## src/verilog/pipe_pkg.sv

```systemverilog
`default_nettype none

// Layout of the control bundles that travel down the pipe with each entry
package pipe_pkg;

  ////////////////////
  // Bundle types
  ////////////////////
  // Memory bundle is {write data, mem enable, mem write}
  typedef logic [17:0] mem_ctrl_t;
  // Writeback bundle is {rd, RegWrite, MemtoReg, HLT, PCS}
  typedef logic [7:0]  wb_ctrl_t;

  ////////////////////
  // Field positions
  ////////////////////
  localparam int MEM_WDATA_LSB = 2;  // Store data occupies bits 17 down to 2
  localparam int MEM_EN_BIT    = 1;
  localparam int MEM_WR_BIT    = 0;

  localparam int WB_RD_LSB       = 4; // Destination register in bits 7 down to 4
  localparam int WB_REGWRITE_BIT = 3;
  localparam int WB_MEMTOREG_BIT = 2; // Selects load data over the ALU result
  localparam int WB_HLT_BIT      = 1;
  localparam int WB_PCS_BIT      = 0; // Selects pc_next as writeback value

endpackage

`default_nettype wire

```

## src/verilog/cpu_isa_pkg.sv

```systemverilog
`default_nettype none

// Instruction set view of the back end: data widths, register numbers and opcodes
package cpu_isa_pkg;

  ////////////////////
  // Basic types
  ////////////////////
  typedef logic [15:0] word_t;     // Data word, ALU result or PC value
  typedef logic [3:0]  reg_addr_t; // Register file index, r0 to r15
  typedef logic [3:0]  opcode_t;   // Top nibble of the instruction
  typedef logic [2:0]  flags_t;    // Ordered Z, V, N from the MSB down

  // Bit positions inside flags_t
  localparam int FLAG_Z_BIT = 2;
  localparam int FLAG_V_BIT = 1;
  localparam int FLAG_N_BIT = 0;

  ////////////////////
  // Opcodes
  ////////////////////
  localparam opcode_t OP_ADD = 4'd0;  // Saturating add
  localparam opcode_t OP_SUB = 4'd1;  // Saturating subtract
  localparam opcode_t OP_XOR = 4'd2;
  localparam opcode_t OP_SLL = 4'd4;  // Shift amount from operand_b[3:0]
  localparam opcode_t OP_SRA = 4'd5;
  localparam opcode_t OP_ROR = 4'd6;
  localparam opcode_t OP_LW  = 4'd8;  // Address is base plus offset
  localparam opcode_t OP_SW  = 4'd9;
  localparam opcode_t OP_LLB = 4'd10; // Load low byte
  localparam opcode_t OP_LHB = 4'd11; // Load high byte

endpackage

`default_nettype wire
```

## src/verilog/mem_wb_if.sv

```systemverilog
`timescale 1ns/1ps
`default_nettype none

// Memory stage to MEM/WB register, plus the writeback value coming back for store forwarding
interface mem_wb_if;

  cpu_isa_pkg::word_t pc_next;
  cpu_isa_pkg::word_t alu_out;
  cpu_isa_pkg::word_t mem_rdata;   // Combinational read of the data memory
  pipe_pkg::wb_ctrl_t wb_ctrl;

  cpu_isa_pkg::word_t fwd_data;    // Value the WB stage is writing this cycle
  pipe_pkg::wb_ctrl_t fwd_wb_ctrl; // Registered writeback bundle of that entry

  modport source (output pc_next, alu_out, mem_rdata, wb_ctrl); // Memory stage drives
  modport sink (input pc_next, alu_out, mem_rdata, wb_ctrl);    // MEM/WB register samples

  // Return path for forwarding
  modport fwd_src (output fwd_data, fwd_wb_ctrl);
  modport fwd (input fwd_data, fwd_wb_ctrl);

endinterface

`default_nettype wire

```

## src/verilog/mem_wb_pipe_reg.sv

```systemverilog
`timescale 1ns/1ps
`default_nettype none

// MEM/WB pipeline register and the writeback value mux
module mem_wb_pipe_reg (
  input  logic                   clk,
  input  logic                   rst_n,
  input  logic                   stall,
  mem_wb_if.sink                 mem_wb,
  mem_wb_if.fwd_src              wb_fwd,       // Back to the memory stage
  output logic                   wb_reg_write,
  output cpu_isa_pkg::reg_addr_t wb_reg_rd,
  output cpu_isa_pkg::word_t     wb_data,
  output logic                   halt
);

  cpu_isa_pkg::word_t pc_next_q;
  cpu_isa_pkg::word_t alu_out_q;
  cpu_isa_pkg::word_t mem_rdata_q;
  logic               memtoreg_q;
  logic               pcs_q;

  ////////////////////
  // Registers
  ////////////////////
  always_ff @(posedge clk) begin
    if (!stall) begin
      pc_next_q   <= mem_wb.pc_next;
      alu_out_q   <= mem_wb.alu_out;
      mem_rdata_q <= mem_wb.mem_rdata;
      wb_reg_rd   <= mem_wb.wb_ctrl[pipe_pkg::WB_RD_LSB +: $bits(cpu_isa_pkg::reg_addr_t)];
    end
  end

  always_ff @(posedge clk or negedge rst_n) begin
    if (!rst_n) begin
      wb_reg_write <= 1'b0;
      memtoreg_q   <= 1'b0;
      halt         <= 1'b0;
      pcs_q        <= 1'b0;
    end else if (!stall) begin
      wb_reg_write <= mem_wb.wb_ctrl[pipe_pkg::WB_REGWRITE_BIT];
      memtoreg_q   <= mem_wb.wb_ctrl[pipe_pkg::WB_MEMTOREG_BIT];
      halt         <= mem_wb.wb_ctrl[pipe_pkg::WB_HLT_BIT];
      pcs_q        <= mem_wb.wb_ctrl[pipe_pkg::WB_PCS_BIT];
    end
  end

  // PCS beats MemtoReg, which beats the ALU result
  always_comb begin
    if (pcs_q) wb_data = pc_next_q;
    else if (memtoreg_q) wb_data = mem_rdata_q;
    else wb_data = alu_out_q;
  end

  assign wb_fwd.fwd_data    = wb_data;
  assign wb_fwd.fwd_wb_ctrl = {wb_reg_rd, wb_reg_write, memtoreg_q, halt, pcs_q};

endmodule

`default_nettype wire

```

## src/flat_wrapper.sv

```systemverilog
// flat-port wrapper written by rule: the top's interface ports become plain ports
module mem_wb_pipe_reg_flat 
  (clk, rst_n, stall, wb_reg_write, wb_reg_rd, wb_data, halt, mem_wb_pc_next, mem_wb_alu_out, mem_wb_mem_rdata, mem_wb_wb_ctrl, wb_fwd_fwd_data, wb_fwd_fwd_wb_ctrl);
  mem_wb_if mem_wb_i ();
  mem_wb_if wb_fwd_i ();
  input  logic clk;
  input  logic rst_n;
  input  logic stall;
  output logic wb_reg_write;
  output cpu_isa_pkg::reg_addr_t wb_reg_rd;
  output cpu_isa_pkg::word_t wb_data;
  output logic halt;
  input wire logic [$bits(mem_wb_i.pc_next)-1:0] mem_wb_pc_next;
  input wire logic [$bits(mem_wb_i.alu_out)-1:0] mem_wb_alu_out;
  input wire logic [$bits(mem_wb_i.mem_rdata)-1:0] mem_wb_mem_rdata;
  input wire logic [$bits(mem_wb_i.wb_ctrl)-1:0] mem_wb_wb_ctrl;
  output wire logic [$bits(wb_fwd_i.fwd_data)-1:0] wb_fwd_fwd_data;
  output wire logic [$bits(wb_fwd_i.fwd_wb_ctrl)-1:0] wb_fwd_fwd_wb_ctrl;
  assign mem_wb_i.pc_next = mem_wb_pc_next;
  assign mem_wb_i.alu_out = mem_wb_alu_out;
  assign mem_wb_i.mem_rdata = mem_wb_mem_rdata;
  assign mem_wb_i.wb_ctrl = mem_wb_wb_ctrl;
  assign wb_fwd_fwd_data = wb_fwd_i.fwd_data;
  assign wb_fwd_fwd_wb_ctrl = wb_fwd_i.fwd_wb_ctrl;
  mem_wb_pipe_reg u_core (.clk(clk), .rst_n(rst_n), .stall(stall), .mem_wb(mem_wb_i), .wb_fwd(wb_fwd_i), .wb_reg_write(wb_reg_write), .wb_reg_rd(wb_reg_rd), .wb_data(wb_data), .halt(halt));
endmodule
```

## config.mk

```make
export PLATFORM = sky130hd
export DESIGN_NAME = mem_wb_pipe_reg_flat
export DESIGN_NICKNAME = d
export VERILOG_FILES = /design/src/verilog/pipe_pkg.sv /design/src/verilog/cpu_isa_pkg.sv /design/src/verilog/mem_wb_if.sv /design/src/verilog/mem_wb_pipe_reg.sv /design/src/flat_wrapper.sv
export SDC_FILE = /design/constraint.sdc
export NUM_CORES = 1
export LEC_CHECK = 0
export ABC_CLOCK_PERIOD_IN_PS = 1550
export BUFFER_PORTS_ARGS = -buffer_cell sky130_fd_sc_hd__buf_2
export CAP_MARGIN = 20
export CORE_MARGIN = 2
export CORE_UTILIZATION = 25
export DETAILED_ROUTE_END_ITERATION = 7
export PLACE_DENSITY_LB_ADDON = 0.25
export RECOVER_POWER = 100
export SYNTH_ARGS = -nofsm -noshare
export SYNTH_HDL_FRONTEND = slang
export SYNTH_SLANG_ARGS = --single-unit
```

## constraint.sdc

```tcl
create_clock -name clk -period 1.55 [get_ports clk]
set_input_delay 0.31 -clock clk [delete_from_list [all_inputs] [get_ports clk]]
set_output_delay 0.31 -clock clk [all_outputs]
set_load 0.005 [all_outputs]
```

* Word-level counts from Yosys, hierarchy flattened
Index checks and enable logic that the tools add are counted.
** Word-level totals
- Register bits :: 56
- Output and inout port bits :: 46
- Bits of input ports :: 59
- Logic and storage cells :: 10
** Operators by class
- Muxes and demuxes :: 2
** Operators with widths (count)
- $mux 16 :: 2

* Depth between registers and ports, before layout
- Depth in word-level cells :: 2
- Gate-level depth with buffers :: 5

* Least setup slack after synthesis
No wires, ideal clock.
- Kind :: input port to flip-flop
- From :: input port stall
- To :: register u_core.alu_out_q[0], enable pin
- Path slack :: -0.178 ns
- Setup time :: 0.406 ns
- Buffers on the path :: 0
- Cell stages on the path :: 1
- Arrival :: 1.322 ns
- Data required time :: 1.144 ns
- Path through :: inv_1
** RTL lines
- from (decl) :: line flat_wrapper.sv:8 : input logic stall;
- to (signal assigned) :: line mem_wb_pipe_reg.sv:29 : alu_out_q <= mem_wb.alu_out;
- to (decl) :: line mem_wb_pipe_reg.sv:18 : cpu_isa_pkg::word_t alu_out_q;
No word-level cell between the ends.

* Final worst setup path
- From :: register u_core.memtoreg_q
- To :: output port wb_fwd_fwd_data[6]
** On the way
- Word-level cells in the longest chain between the ends :: 2
** RTL lines
- from (decl) :: line mem_wb_pipe_reg.sv:20 : logic memtoreg_q;
- from (signal assigned) :: line mem_wb_pipe_reg.sv:43 : memtoreg_q <= mem_wb.wb_ctrl[pipe_pkg::WB_MEMTOREG_BIT];
- $mux 16 :: line mem_wb_pipe_reg.sv:52 : else if (memtoreg_q) wb_data = mem_rdata_q;
- $mux 16 :: line mem_wb_pipe_reg.sv:51 : if (pcs_q) wb_data = pc_next_q;
- to (decl) :: line flat_wrapper.sv:17 : output wire logic [$bits(wb_fwd_i.fwd_data)-1:0] wb_fwd_fwd_data;
No other way between the ends.

==> flow_summary.json <==
{
  "status": "finished, violations left",
  "violations": "negative setup slack",
  "worst_pin_slew_ns": 0.708,
  "routedWlPerCell_um": 12.8,
  "core-area_um2": 8680,
  "layout-drive-gt1-share": 0.518,
  "dieHeight_um": 98.6,
  "final-setup-viol-count": 32,
  "antenna_found_initial": 0,
  "syn_to_final_growth_pct": 28.7,
  "synth-edff-count": 52,
  "synth_top_family_by_area": "buffers and inverters",
  "htreeDepth": 2,
  "dp_cells": 325,
  "fmax_mhz": 608,
  "port_buffers": 104,
  "globalRouteTotalUtil": 0.0882,
  "routed_via_density": 3.99,
  "setup_slack_ns": -0.0952,
  "grt-ovfl-total": 0,
  "hp-class": "input port to register",
  "synth.area.mux_share": 0.0918,
  "fin_tns_setup_ns": -2.08,
  "initial_core_util": 0.258,
  "synthDistinctLibCells": 13,
  "critical_path_class": "register to primary output",
  "synth-seq-cells": 56,
  "maxCapViolCount": 0,
  "synth.top_cell.area_share": 0.698,
  "yosys.area_share.adder": 0,
  "r2r_slack_ns": 0.48,
  "synth.most_common_cell": "edfxtp_1",
  "fin_cells": 334,
  "hold-path-cell-count": 1,
  "hold_start": "mem_wb_pc_next[4]",
  "cp-end-kind": "primary output",
  "min_period_ns": 1.65,
  "total_leakage_power_nw": 1.22,
  "syn-num-nets": 197,
  "num_vias": 1332,
  "ys.flop_type": "edfxtp_1",
  "die_width_um": 98.6,
  "drc": 0,
  "grt_pass1_vias": 1290,
  "num_rows": 34,
  "pre_cts_ws_ns": 0.140,
  "fill_cells": 888,
  "routed_wl_um": 4290,
  "die_area_um2": 9720,
  "fin_skew_ns": 0,
  "synth_top_area_cell": "edfxtp_1",
  "grt_pass1_wl_um": 6540,
  "gp_congestion": 0.699,
  "synth_common_cells": "edfxtp_1, buf_4, mux2i_1, nand2_1, o21ai_1",
  "r2r_cells": 3,
  "required_ns": 1.24,
  "yosys.area_share.simple": 0.0269,
  "slew_headroom": 0.528,
  "cts_num_sinks": 56,
  "yosysWarnings": 0,
  "start_kind": "register",
  "hold_viol_final": 0,
  "cts-root-buf": "clkbuf_8",
  "clockBufferDepth": 2,
  "whs_endpoint": "u_core.pc_next_q[4]",
  "grt_max_degree": 53,
  "synth_compound_area_frac": 0.0358,
  "timing.final.crit_share": 1.06,
  "n_antenna_cell": 0,
  "async_flop_share": 0.0714,
  "clk_pin_slew_worst_paths_ns": 0.10,
  "arrival_ns": 1.34,
  "drt_iter0_markers": 31,
  "ant_nets": 0,
  "seq_area_um2": 1660,
  "postSynthCellCount": 138,
  "seq_area_frac_synth": 0.743,
  "syn_area_um2": 2240,
  "multiInputGateArea_um2": 357,
  "grt_setup_unrepaired": "yes",
  "avgSynthCellArea_um2": 16.2,
  "clkLatencyLatePin_ns": 0.30,
  "critPathMaxFanout": 11,
  "power_density_nw_per_um2": 1180,
  "r2r_start": "u_core.memtoreg_q",
  "finalMaxSlewViolations": 0,
  "cts_tree": "built",
  "num_io_pins": 105,
  "yosys-top-cells-area": "edfxtp_1, buf_4, mux2i_1",
  "drt_pass1_iterations": 4,
  "ir_drop_mv": 0.530,
  "nets": 285,
  "synth-xor-area-share": 0,
  "rr_endpoint": "u_core.memtoreg_q",
  "numCtsBuffers": 5,
  "dpl.hpwl_um": 3060
}
## repair_timing
action,CTS,global route
pin swaps,1,1
endpoints found under the setup margin,32,32
hold buffers,1,0
resized for setup,9,2
endpoints found under the hold margin,4,0
buffers inserted,1,0
## report_power, final
part,internal (W),switching [W],leakage [nW]
Clock,0.000636,0.000457,0.0642
Sequential,0.00178,0.0000368,0.556
Combinational,0.000250,0.000235,0.602
## layer usage
layer | part of all wire | wire, um | track usage
met2 | 0.48 | 2080 | 0.150
met5 | 0 | 0 | 0
met1 | 0.43 | 1830 | 0.106
met4 | 0.0068 | 29 | 0.0285
met3 | 0.083 | 355 | 0.0291
## worst max-delay path by stage
stage,start,to,slack [ns],cells past startpoint
floorplan,stall,u_core.alu_out_q[0],0.15,1
global placement,u_core.memtoreg_q,wb_fwd_fwd_data[14],0.13,4
detailed placement,u_core.memtoreg_q,wb_fwd_fwd_data[14],0.14,4
CTS,u_core.memtoreg_q,wb_fwd_fwd_data[3],-0.13,4
global route,u_core.memtoreg_q,wb_data[13],-0.19,4
finish,u_core.memtoreg_q,wb_fwd_fwd_data[6],-0.1,4
## critical path: stages (launching register included)
cell and delay, ns:
dfrtp_1 0.41, buf_12 0.18, mux2i_2 0.23, o21ai_2 0.08
buf_2 0.13
## per-stage QoR
step | instance area (um^2) | total power [W] | hold WS [ns] | util
2_1_floorplan | 2240 | 0.00217 | 0.0144 | -
3_3_place_gp | 2740 | 0.00234 | 0.123 | 0.315
3_5_place_dp | 2740 | 0.00234 | 0.122 | 0.315
4_1_cts | 2890 | 0.00347 | 0.162 | 0.333
5_1_grt | 2880 | 0.00357 | 0.155 | 0.332
6_report | 2880 | 0.00340 | 0.178 | 0.332
## cells by family (layout without fill, tap and decap cells)
kind of cell           after synthesis  in the layout
buffers and inverters               30            118
DFF                                 56             56
AOI/OAI and AO/OA                   16             16
and+or+nand+nor                     16             16
muxes                               20             20
## final cells by class
cell class	instances	area share
clock buffer	5	0.0239
clock inverter	2	0.0209
inverter	1	0.00261
multi-input combinational	52	0.124
sequential	56	0.577
tap	108	0.0470
timing repair buffer	110	0.204
## cells in the final DEF, fill, tap and decap left out, drive strengths merged
cell type	instances
buf	101
bufinv	2
clkbuf	13
clkinvlp	1
dfrtp	4
dlygate4sd3	1
edfxtp	52
mux2	4
mux2i	16
nand2	16
o21ai	16
## sequential cells by signal (all words and copies together) (netlist names)
signal / count
u_core.pc_next_q: 16
u_core.halt: 1
u_core.wb_reg_write: 1
u_core.alu_out_q: 16
u_core.wb_reg_rd: 4
u_core.memtoreg_q: 1
u_core.mem_rdata_q: 16
u_core.pcs_q: 1
Note: power is estimated with default switching activity, not from simulation.
