`src/verilog/pipe_pkg.sv`:
```
`default_nettype none

// Layout of the control bundles that travel down the pipe with each entry
package pipe_pkg;

  ////////////////////
  // Bundle types
  ////////////////////
  // Memory bundle is {write data, mem enable, mem write}
  typedef logic [17:0] mem_ctrl_t;
  // Writeback bundle is {rd, RegWrite, MemtoReg, HLT, PCS}
  typedef logic [7:0]  wb_ctrl_t;

  ////////////////////
  // Field positions
  ////////////////////
  localparam int MEM_WDATA_LSB = 2;  // Store data occupies bits 17 down to 2
  localparam int MEM_EN_BIT    = 1;
  localparam int MEM_WR_BIT    = 0;

  localparam int WB_RD_LSB       = 4; // Destination register in bits 7 down to 4
  localparam int WB_REGWRITE_BIT = 3;
  localparam int WB_MEMTOREG_BIT = 2; // Selects load data over the ALU result
  localparam int WB_HLT_BIT      = 1;
  localparam int WB_PCS_BIT      = 0; // Selects pc_next as writeback value

endpackage

`default_nettype wire

```
`src/verilog/cpu_isa_pkg.sv`:
```
`default_nettype none

// Instruction set view of the back end: data widths, register numbers and opcodes
package cpu_isa_pkg;

  ////////////////////
  // Basic types
  ////////////////////
  typedef logic [15:0] word_t;     // Data word, ALU result or PC value
  typedef logic [3:0]  reg_addr_t; // Register file index, r0 to r15
  typedef logic [3:0]  opcode_t;   // Top nibble of the instruction
  typedef logic [2:0]  flags_t;    // Ordered Z, V, N from the MSB down

  // Bit positions inside flags_t
  localparam int FLAG_Z_BIT = 2;
  localparam int FLAG_V_BIT = 1;
  localparam int FLAG_N_BIT = 0;

  ////////////////////
  // Opcodes
  ////////////////////
  localparam opcode_t OP_ADD = 4'd0;  // Saturating add
  localparam opcode_t OP_SUB = 4'd1;  // Saturating subtract
  localparam opcode_t OP_XOR = 4'd2;
  localparam opcode_t OP_SLL = 4'd4;  // Shift amount from operand_b[3:0]
  localparam opcode_t OP_SRA = 4'd5;
  localparam opcode_t OP_ROR = 4'd6;
  localparam opcode_t OP_LW  = 4'd8;  // Address is base plus offset
  localparam opcode_t OP_SW  = 4'd9;
  localparam opcode_t OP_LLB = 4'd10; // Load low byte
  localparam opcode_t OP_LHB = 4'd11; // Load high byte

endpackage

`default_nettype wire
```
`src/verilog/ex_mem_if.sv`:
```
`timescale 1ns/1ps
`default_nettype none

// Everything the EX/MEM register hands to the memory stage
interface ex_mem_if;

  cpu_isa_pkg::word_t     pc_next;  // Return address for PCS
  cpu_isa_pkg::word_t     alu_out;  // Result or memory address
  cpu_isa_pkg::reg_addr_t src_reg2; // Store data source, compared for forwarding
  pipe_pkg::mem_ctrl_t    mem_ctrl;
  pipe_pkg::wb_ctrl_t     wb_ctrl;

  // Pipeline register side
  modport source (
    output pc_next, alu_out, src_reg2, mem_ctrl, wb_ctrl
  );

  // Memory stage side
  modport sink (
    input pc_next, alu_out, src_reg2, mem_ctrl, wb_ctrl
  );

endinterface

`default_nettype wire

```
`src/verilog/ex_mem_pipe_reg.sv`:
```
`timescale 1ns/1ps
`default_nettype none

// EX/MEM pipeline register, one field at a time, with hold on stall and bubble on flush
module ex_mem_pipe_reg (
  input  logic                   clk,
  input  logic                   rst_n,
  input  logic                   stall,    // Holds every field
  input  logic                   flush,    // Kills the incoming entry
  input  cpu_isa_pkg::word_t     pc_next,
  input  cpu_isa_pkg::word_t     alu_out,
  input  cpu_isa_pkg::reg_addr_t src_reg2,
  input  pipe_pkg::mem_ctrl_t    mem_ctrl,
  input  pipe_pkg::wb_ctrl_t     wb_ctrl,
  ex_mem_if.source               ex_mem
);

  cpu_isa_pkg::word_t     pc_next_q;
  cpu_isa_pkg::word_t     alu_out_q;
  cpu_isa_pkg::reg_addr_t src_reg2_q;
  cpu_isa_pkg::word_t     mem_wdata_q; // Store data from the memory bundle
  cpu_isa_pkg::reg_addr_t reg_rd_q;    // Destination from the writeback bundle
  logic                   mem_en_q;
  logic                   mem_wr_q;
  logic                   reg_write_q;
  logic                   memtoreg_q;
  logic                   hlt_q;
  logic                   pcs_q;

  ////////////////////
  // Payload fields
  ////////////////////
  always_ff @(posedge clk) begin
    if (!stall) begin // Kept on flush, a bubble only needs its enables cleared
      pc_next_q   <= pc_next;
      alu_out_q   <= alu_out;
      src_reg2_q  <= src_reg2;
      mem_wdata_q <= mem_ctrl[pipe_pkg::MEM_WDATA_LSB +: $bits(cpu_isa_pkg::word_t)];
      reg_rd_q    <= wb_ctrl[pipe_pkg::WB_RD_LSB +: $bits(cpu_isa_pkg::reg_addr_t)];
    end
  end

  ////////////////////
  // Control fields
  ////////////////////
  always_ff @(posedge clk or negedge rst_n) begin
    if (!rst_n) begin
      mem_en_q    <= 1'b0;
      mem_wr_q    <= 1'b0;
      reg_write_q <= 1'b0;
      memtoreg_q  <= 1'b0;
      hlt_q       <= 1'b0;
      pcs_q       <= 1'b0;
    end else if (!stall) begin // Stall wins over flush
      mem_en_q    <= mem_ctrl[pipe_pkg::MEM_EN_BIT] & ~flush;
      mem_wr_q    <= mem_ctrl[pipe_pkg::MEM_WR_BIT] & ~flush;
      reg_write_q <= wb_ctrl[pipe_pkg::WB_REGWRITE_BIT] & ~flush;
      memtoreg_q  <= wb_ctrl[pipe_pkg::WB_MEMTOREG_BIT]; // Harmless without RegWrite
      hlt_q       <= wb_ctrl[pipe_pkg::WB_HLT_BIT] & ~flush;
      pcs_q       <= wb_ctrl[pipe_pkg::WB_PCS_BIT] & ~flush;
    end
  end

  // Reassemble the bundles in the same layout they arrived in
  assign ex_mem.pc_next  = pc_next_q;
  assign ex_mem.alu_out  = alu_out_q;
  assign ex_mem.src_reg2 = src_reg2_q;
  assign ex_mem.mem_ctrl = {mem_wdata_q, mem_en_q, mem_wr_q};
  assign ex_mem.wb_ctrl  = {reg_rd_q, reg_write_q, memtoreg_q, hlt_q, pcs_q};

endmodule

`default_nettype wire

```
`src/flat_wrapper.sv`:
```
// flat-port wrapper written by rule: the top's interface ports become plain ports
module ex_mem_pipe_reg_flat 
  (clk, rst_n, stall, flush, pc_next, alu_out, src_reg2, mem_ctrl, wb_ctrl, ex_mem_pc_next, ex_mem_alu_out, ex_mem_src_reg2, ex_mem_mem_ctrl, ex_mem_wb_ctrl);
  ex_mem_if ex_mem_i ();
  input  logic clk;
  input  logic rst_n;
  input  logic stall;
  input  logic flush;
  input  cpu_isa_pkg::word_t pc_next;
  input  cpu_isa_pkg::word_t alu_out;
  input  cpu_isa_pkg::reg_addr_t src_reg2;
  input  pipe_pkg::mem_ctrl_t mem_ctrl;
  input  pipe_pkg::wb_ctrl_t wb_ctrl;
  output wire logic [$bits(ex_mem_i.pc_next)-1:0] ex_mem_pc_next;
  output wire logic [$bits(ex_mem_i.alu_out)-1:0] ex_mem_alu_out;
  output wire logic [$bits(ex_mem_i.src_reg2)-1:0] ex_mem_src_reg2;
  output wire logic [$bits(ex_mem_i.mem_ctrl)-1:0] ex_mem_mem_ctrl;
  output wire logic [$bits(ex_mem_i.wb_ctrl)-1:0] ex_mem_wb_ctrl;
  assign ex_mem_pc_next = ex_mem_i.pc_next;
  assign ex_mem_alu_out = ex_mem_i.alu_out;
  assign ex_mem_src_reg2 = ex_mem_i.src_reg2;
  assign ex_mem_mem_ctrl = ex_mem_i.mem_ctrl;
  assign ex_mem_wb_ctrl = ex_mem_i.wb_ctrl;
  ex_mem_pipe_reg u_core (.clk(clk), .rst_n(rst_n), .stall(stall), .flush(flush), .pc_next(pc_next), .alu_out(alu_out), .src_reg2(src_reg2), .mem_ctrl(mem_ctrl), .wb_ctrl(wb_ctrl), .ex_mem(ex_mem_i));
endmodule
```
`config.mk`:
```
export PLATFORM = sky130hd
export DESIGN_NAME = ex_mem_pipe_reg_flat
export DESIGN_NICKNAME = d
export VERILOG_FILES = /design/src/verilog/pipe_pkg.sv /design/src/verilog/cpu_isa_pkg.sv /design/src/verilog/ex_mem_if.sv /design/src/verilog/ex_mem_pipe_reg.sv /design/src/flat_wrapper.sv
export SDC_FILE = /design/constraint.sdc
export NUM_CORES = 1
export LEC_CHECK = 0
export BUFFER_PORTS_ARGS = -buffer_cell sky130_fd_sc_hd__buf_2
export CORE_ASPECT_RATIO = 0.9
export CORE_MARGIN = 1.5
export CORE_UTILIZATION = 41
export CTS_BUF_LIST = sky130_fd_sc_hd__clkbuf_16
export CTS_CLUSTER_SIZE = 24
export DETAILED_ROUTE_END_ITERATION = 10
export HOLD_SLACK_MARGIN = 0.15
export PLACE_DENSITY = 0.83
export RECOVER_POWER = 25
export REMOVE_ABC_BUFFERS = 1
export SKIP_LAST_GASP = 1
export SLEW_MARGIN = 40
export SYNTH_ARGS = -nofsm -noshare
export SYNTH_HDL_FRONTEND = slang
export SYNTH_SLANG_ARGS = --single-unit
```
`constraint.sdc`:
```
create_clock -name clk -period 0.9 [get_ports clk]
set_input_delay 0.18 -clock clk [delete_from_list [all_inputs] [get_ports clk]]
set_output_delay 0.18 -clock clk [all_outputs]
set_load 0.02 [all_outputs]
```
## Word level (Yosys, flattened, before mapping)

Index checks and enable logic that the tools add are counted.

| storage, ports and cells | value |
|---|---|
| latch bits | 0 |
| logic and storage cells | 17 |
| bits of input ports | 66 |
| register bits | 62 |
| ROM bits | 0 |
| memory bits (writable) | 0 |
| memories | 0 |

| operators by class | value |
|---|---|
| divide/modulo/power cells | 0 |
| order comparisons | 0 |
| reduce and logical (&&, ||, !) cells | 0 |
| eq/ne operators | 0 |
| multiply operators | 0 |
| shift-type cells | 0 |
| multiplexer cells | 0 |
| add/subtract/negate cells | 0 |
| bitwise operators | 6 |

Operator list:

| operator | count |
|---|---|
| $and 1x1->1 | 5 |
| $not 1->1 | 1 |

## Depth between registers and ports, before layout

| depth | value |
|---|---|
| depth after elaboration | 2 |
| gate-level depth with buffers | 3 |
| gate-level depth less buffers | 2 |

## Worst setup path after synthesis

No wires, ideal clock.

| timing | value |
|---|---|
| kind | input port to flip-flop |
| start point | in stall |
| end point | reg u_core.alu_out_q[0], in the netlist u_core.ex_mem.alu_out[0], enable pin |
| arrival | 1.394 ns |
| setup time | 0.410 ns |
| stages on the path | 2 |
| path slack | -0.905 ns |
| cell sequence | buf_6 -> inv_1 |

RTL lines:

| what | line | source |
|---|---|---|
| from (decl) | flat_wrapper.sv:7 | `input logic stall;` |
| to (signal assigned) | ex_mem_pipe_reg.sv:36 | `alu_out_q <= alu_out;` |
| to (decl) | ex_mem_pipe_reg.sv:19 | `cpu_isa_pkg::word_t alu_out_q;` |

No word-level cell between the ends.

## Worst setup path in the final report

| timing | value |
|---|---|
| start point | reg u_core.alu_out_q[1], in the netlist u_core.ex_mem.alu_out[1] |
| end point | out ex_mem_alu_out[1] |

RTL lines:

| what | line | source |
|---|---|---|
| to (decl) | flat_wrapper.sv:15 | `output wire logic [$bits(ex_mem_i.alu_out)-1:0] ex_mem_alu_out;` |

No word-level cell between the ends.

==> flow_metrics.env <==
export IMPL_seq_area_frac_synth=0.9289
export IMPL_core_area_mm2=0.004547
export IMPL_synth_seq_cells=62
export IMPL_cts_max_level=3
export IMPL_avgSynthCellArea_um2=23.76
export IMPL_path_clk_slew_ns=0.06
export IMPL_wl_per_cell_um=17.97
export IMPL_crit_arrival_ns=0.92
export IMPL_leakage_nw=1.680
export IMPL_initial_core_util=0.4337
export IMPL_rr_startpoint="u_core.memtoreg_q$_DFFE_PN0N_"
export IMPL_cts_buffers_inserted=9
export IMPL_insertion_delay_ns=0.31
export IMPL_hpwl_um=2795
export IMPL_routed_wl_um=6253
export IMPL_grt_usage=0.2229
export IMPL_crit_cells=1
export IMPL_nets=347
export IMPL_setup_viol=63
export IMPL_synthArstFlopShare=0.09677
export IMPL_grt_pass1_wl_um=8107
export IMPL_rows=23
export IMPL_viasPerCell=4.580
export IMPL_fmax_mhz=909.7
export IMPL_critPathLaunchType="register"
export IMPL_dieWidth_um=76.10
export IMPL_grt_pass1_vias=1688
export IMPL_relSlewSlack=0.7302
export IMPL_ys_top_cells_by_count="56 x edfxtp_1, 6 x buf_4, 6 x dfrtp_1"
export IMPL_synth_area_top_cells="edfxtp_1 85%, dfrtp_1 7.6%, buf_4 2.3%, nand2b_1 0.95%, a22o_1 0.89%"
export IMPL_post_route_drc_count=0
export IMPL_clockBufferDepth=2
export IMPL_synthFlopType="edfxtp_1"
export IMPL_postSynthCellCount=83
export IMPL_worst_slew_pin_slew_ns=0.4047
export IMPL_outcome="finished with violations"
export IMPL_hp_class="in2reg"
export IMPL_setup_tns_ns=-7.881
export IMPL_reg2regPathDepth=2
export IMPL_layout_drive_gt1_share=0.5035
export IMPL_cpLargestDelayFamily="flip-flops"
export IMPL_yosysMostFrequentCell="edfxtp_1"
export IMPL_antenna_found_initial=0
export IMPL_powerDensity_mw_per_mm2=2127
export IMPL_drtAntennaViolNets=0
export IMPL_finalMaxSlewViolations=0
export IMPL_synth_area_leader_cell="edfxtp_1"
export IMPL_dr_pass1_iters=4
export IMPL_synth_edf_count=56
export IMPL_grt_max_degree=31
export IMPL_die_h_um=68.79
export IMPL_irDropWorstVdd_v=0.001683
export IMPL_r2r_slack_ns=-0.02
export IMPL_finalClockSkew_ns=0
export IMPL_syn2layout_area_growth_pct=95.56
export IMPL_path_buf_inv=1
export IMPL_violations="negative setup slack"
export IMPL_vias=1594
export IMPL_final_setup_worst_slack_ns=-0.1992
export IMPL_cts_tree="done"
export IMPL_cp_endpoint="ex_mem_alu_out[1]"
export IMPL_rsz0062_at_grt="true"
export IMPL_synth_top_area_frac=0.8528
export IMPL_io_pins=128
export IMPL_port_buffers=127
export IMPL_cp_required_ns=0.72
export IMPL_maxCapViolCount=0
export IMPL_cts_root_buf="clkbuf_16"
export IMPL_num_antenna_cells=0
export IMPL_cp_max_fo=1
export IMPL_overflow=0
export IMPL_dieArea_mm2=0.005235
export IMPL_r2r_end="u_core.memtoreg_q$_DFFE_PN0N_"
export IMPL_yosysWarnings=0
export IMPL_gp_congestion=0.7389
export IMPL_crit_type="reg2out"
export IMPL_min_period_ns=1.099
export IMPL_crit_path_max_incr_delay_ns=0.43
export IMPL_yosys_cell_types_count=11
export IMPL_critPathCaptureType="primary output"
export IMPL_path_cells="buf_6"
export IMPL_critPathSlowestCell="edfxtp_1"
export IMPL_clkSinkCount=62
export IMPL_dp_slack_ns=-0.003601
export IMPL_period_share=1.221
export IMPL_hold_viol=0
export IMPL_synth_area_mm2=0.001972
export IMPL_drt_iter0_drc=68
export IMPL_crit_start="u_core.ex_mem.alu_out[1]$_DFFE_PN_"
## kinds of logic after synthesis
family | synth area share
AO/OA/AOI/OAI | 0.01650
buffers and inverters | 0.03045
flip-flops | 0.9289
multiplexers | 0.005710
AND/OR/NAND/NOR | 0.01840
## area by class of cell
| type | instances | area [µm²] |
|---|---|---|
| Clock buffer | 9 | 225.2 |
| Clock inverter | 7 | 80.08 |
| Fill cell | 243 | 690.7 |
| Inverter | 1 | 3.754 |
| Multi-Input combinational cell | 13 | 80.08 |
| Sequential cell | 62 | 1832 |
| Tap cell | 62 | 77.57 |
| Timing Repair Buffer | 194 | 1558 |
## sequential cells by signal (all words and copies together), names as in the netlist
name,cells
u_core.reg_rd_q,4
u_core.memtoreg_q,1
u_core.hlt_q,1
u_core.mem_en_q,1
u_core.mem_wr_q,1
u_core.mem_wdata_q,16
u_core.ex_mem.pc_next,16
u_core.ex_mem.src_reg2,4
u_core.ex_mem.alu_out,16
u_core.pcs_q,1
u_core.reg_write_q,1
## where the power goes
| part | internal [W] | leakage [nW] | switching, W |
|---|---|---|---|
| Sequential | 0.00340 | 0.625 | 0.000110 |
| Clock | 0.00238 | 0.153 | 0.00114 |
| Combinational | 0.000622 | 0.902 | 0.000553 |
## routing by layer
layer / global-route usage / routed length (µm) / vias up
li1: - / - / 706
met5: 0 / 0 / -
met2: 0.4257 / 3515 / 107
met3: 0.06974 / 471 / 14
met1: 0.2228 / 2117 / 767
met4: 0.1273 / 148 / 0
## worst min-delay path by stage
| stage | from | cells past startpoint | end |
|---|---|---|---|
| 3_5_place_dp | rst_n | 1 | u_core.mem_wr_q$_DFFE_PN0N_ |
| 5_1_grt | wb_ctrl[1] | 3 | u_core.hlt_q$_DFFE_PN0N_ |
| 4_1_cts | wb_ctrl[1] | 3 | u_core.hlt_q$_DFFE_PN0N_ |
| 3_3_place_gp | rst_n | 1 | u_core.memtoreg_q$_DFFE_PN0N_ |
| 6_report | wb_ctrl[1] | 3 | u_core.hlt_q$_DFFE_PN0N_ |
| 2_1_floorplan | rst_n | 0 | u_core.hlt_q$_DFFE_PN0N_ |
## cell usage in the layout (no fill, tap or decap)
cell type and n:
mux2_2 1, nand2b_1 3, clkbuf_1 2, o21ai_0 3
clkbuf_4 1, dlygate4sd3_1 62, nor2_2 1, bufinv_16 2
buf_6 41, buf_12 1, a22o_1 2, buf_2 85
buf_4 2, dfrtp_1 6, inv_1 2, nand2_1 3
clkinv_2 1, clkbuf_16 9, clkinv_1 3, edfxtp_1 56
## through the flow
stage                     hold slack, ns    util  std cells  area, µm²  power (W)
after floorplan                  -0.1156       -         76       1916   0.003877
after global placement          0.004309  0.5886        268       2676   0.004249
final                             0.2143  0.8481        348       3856   0.008203
after CTS                         0.1619  0.8143        346       3702   0.007995
after global routing              0.2051  0.8481        348       3856   0.008433
after detailed placement         0.01138  0.5886        268       2676   0.004267
## what timing repair did
item | CTS | global route
endpoints found under the setup margin | 62 | 63
gates resized for setup | 32 | 49
hold endpoints to repair | 67 | 0
buffers inserted | 0 | 2
hold buffers | 62 | 0
Note: power is estimated with default switching activity, not from simulation.
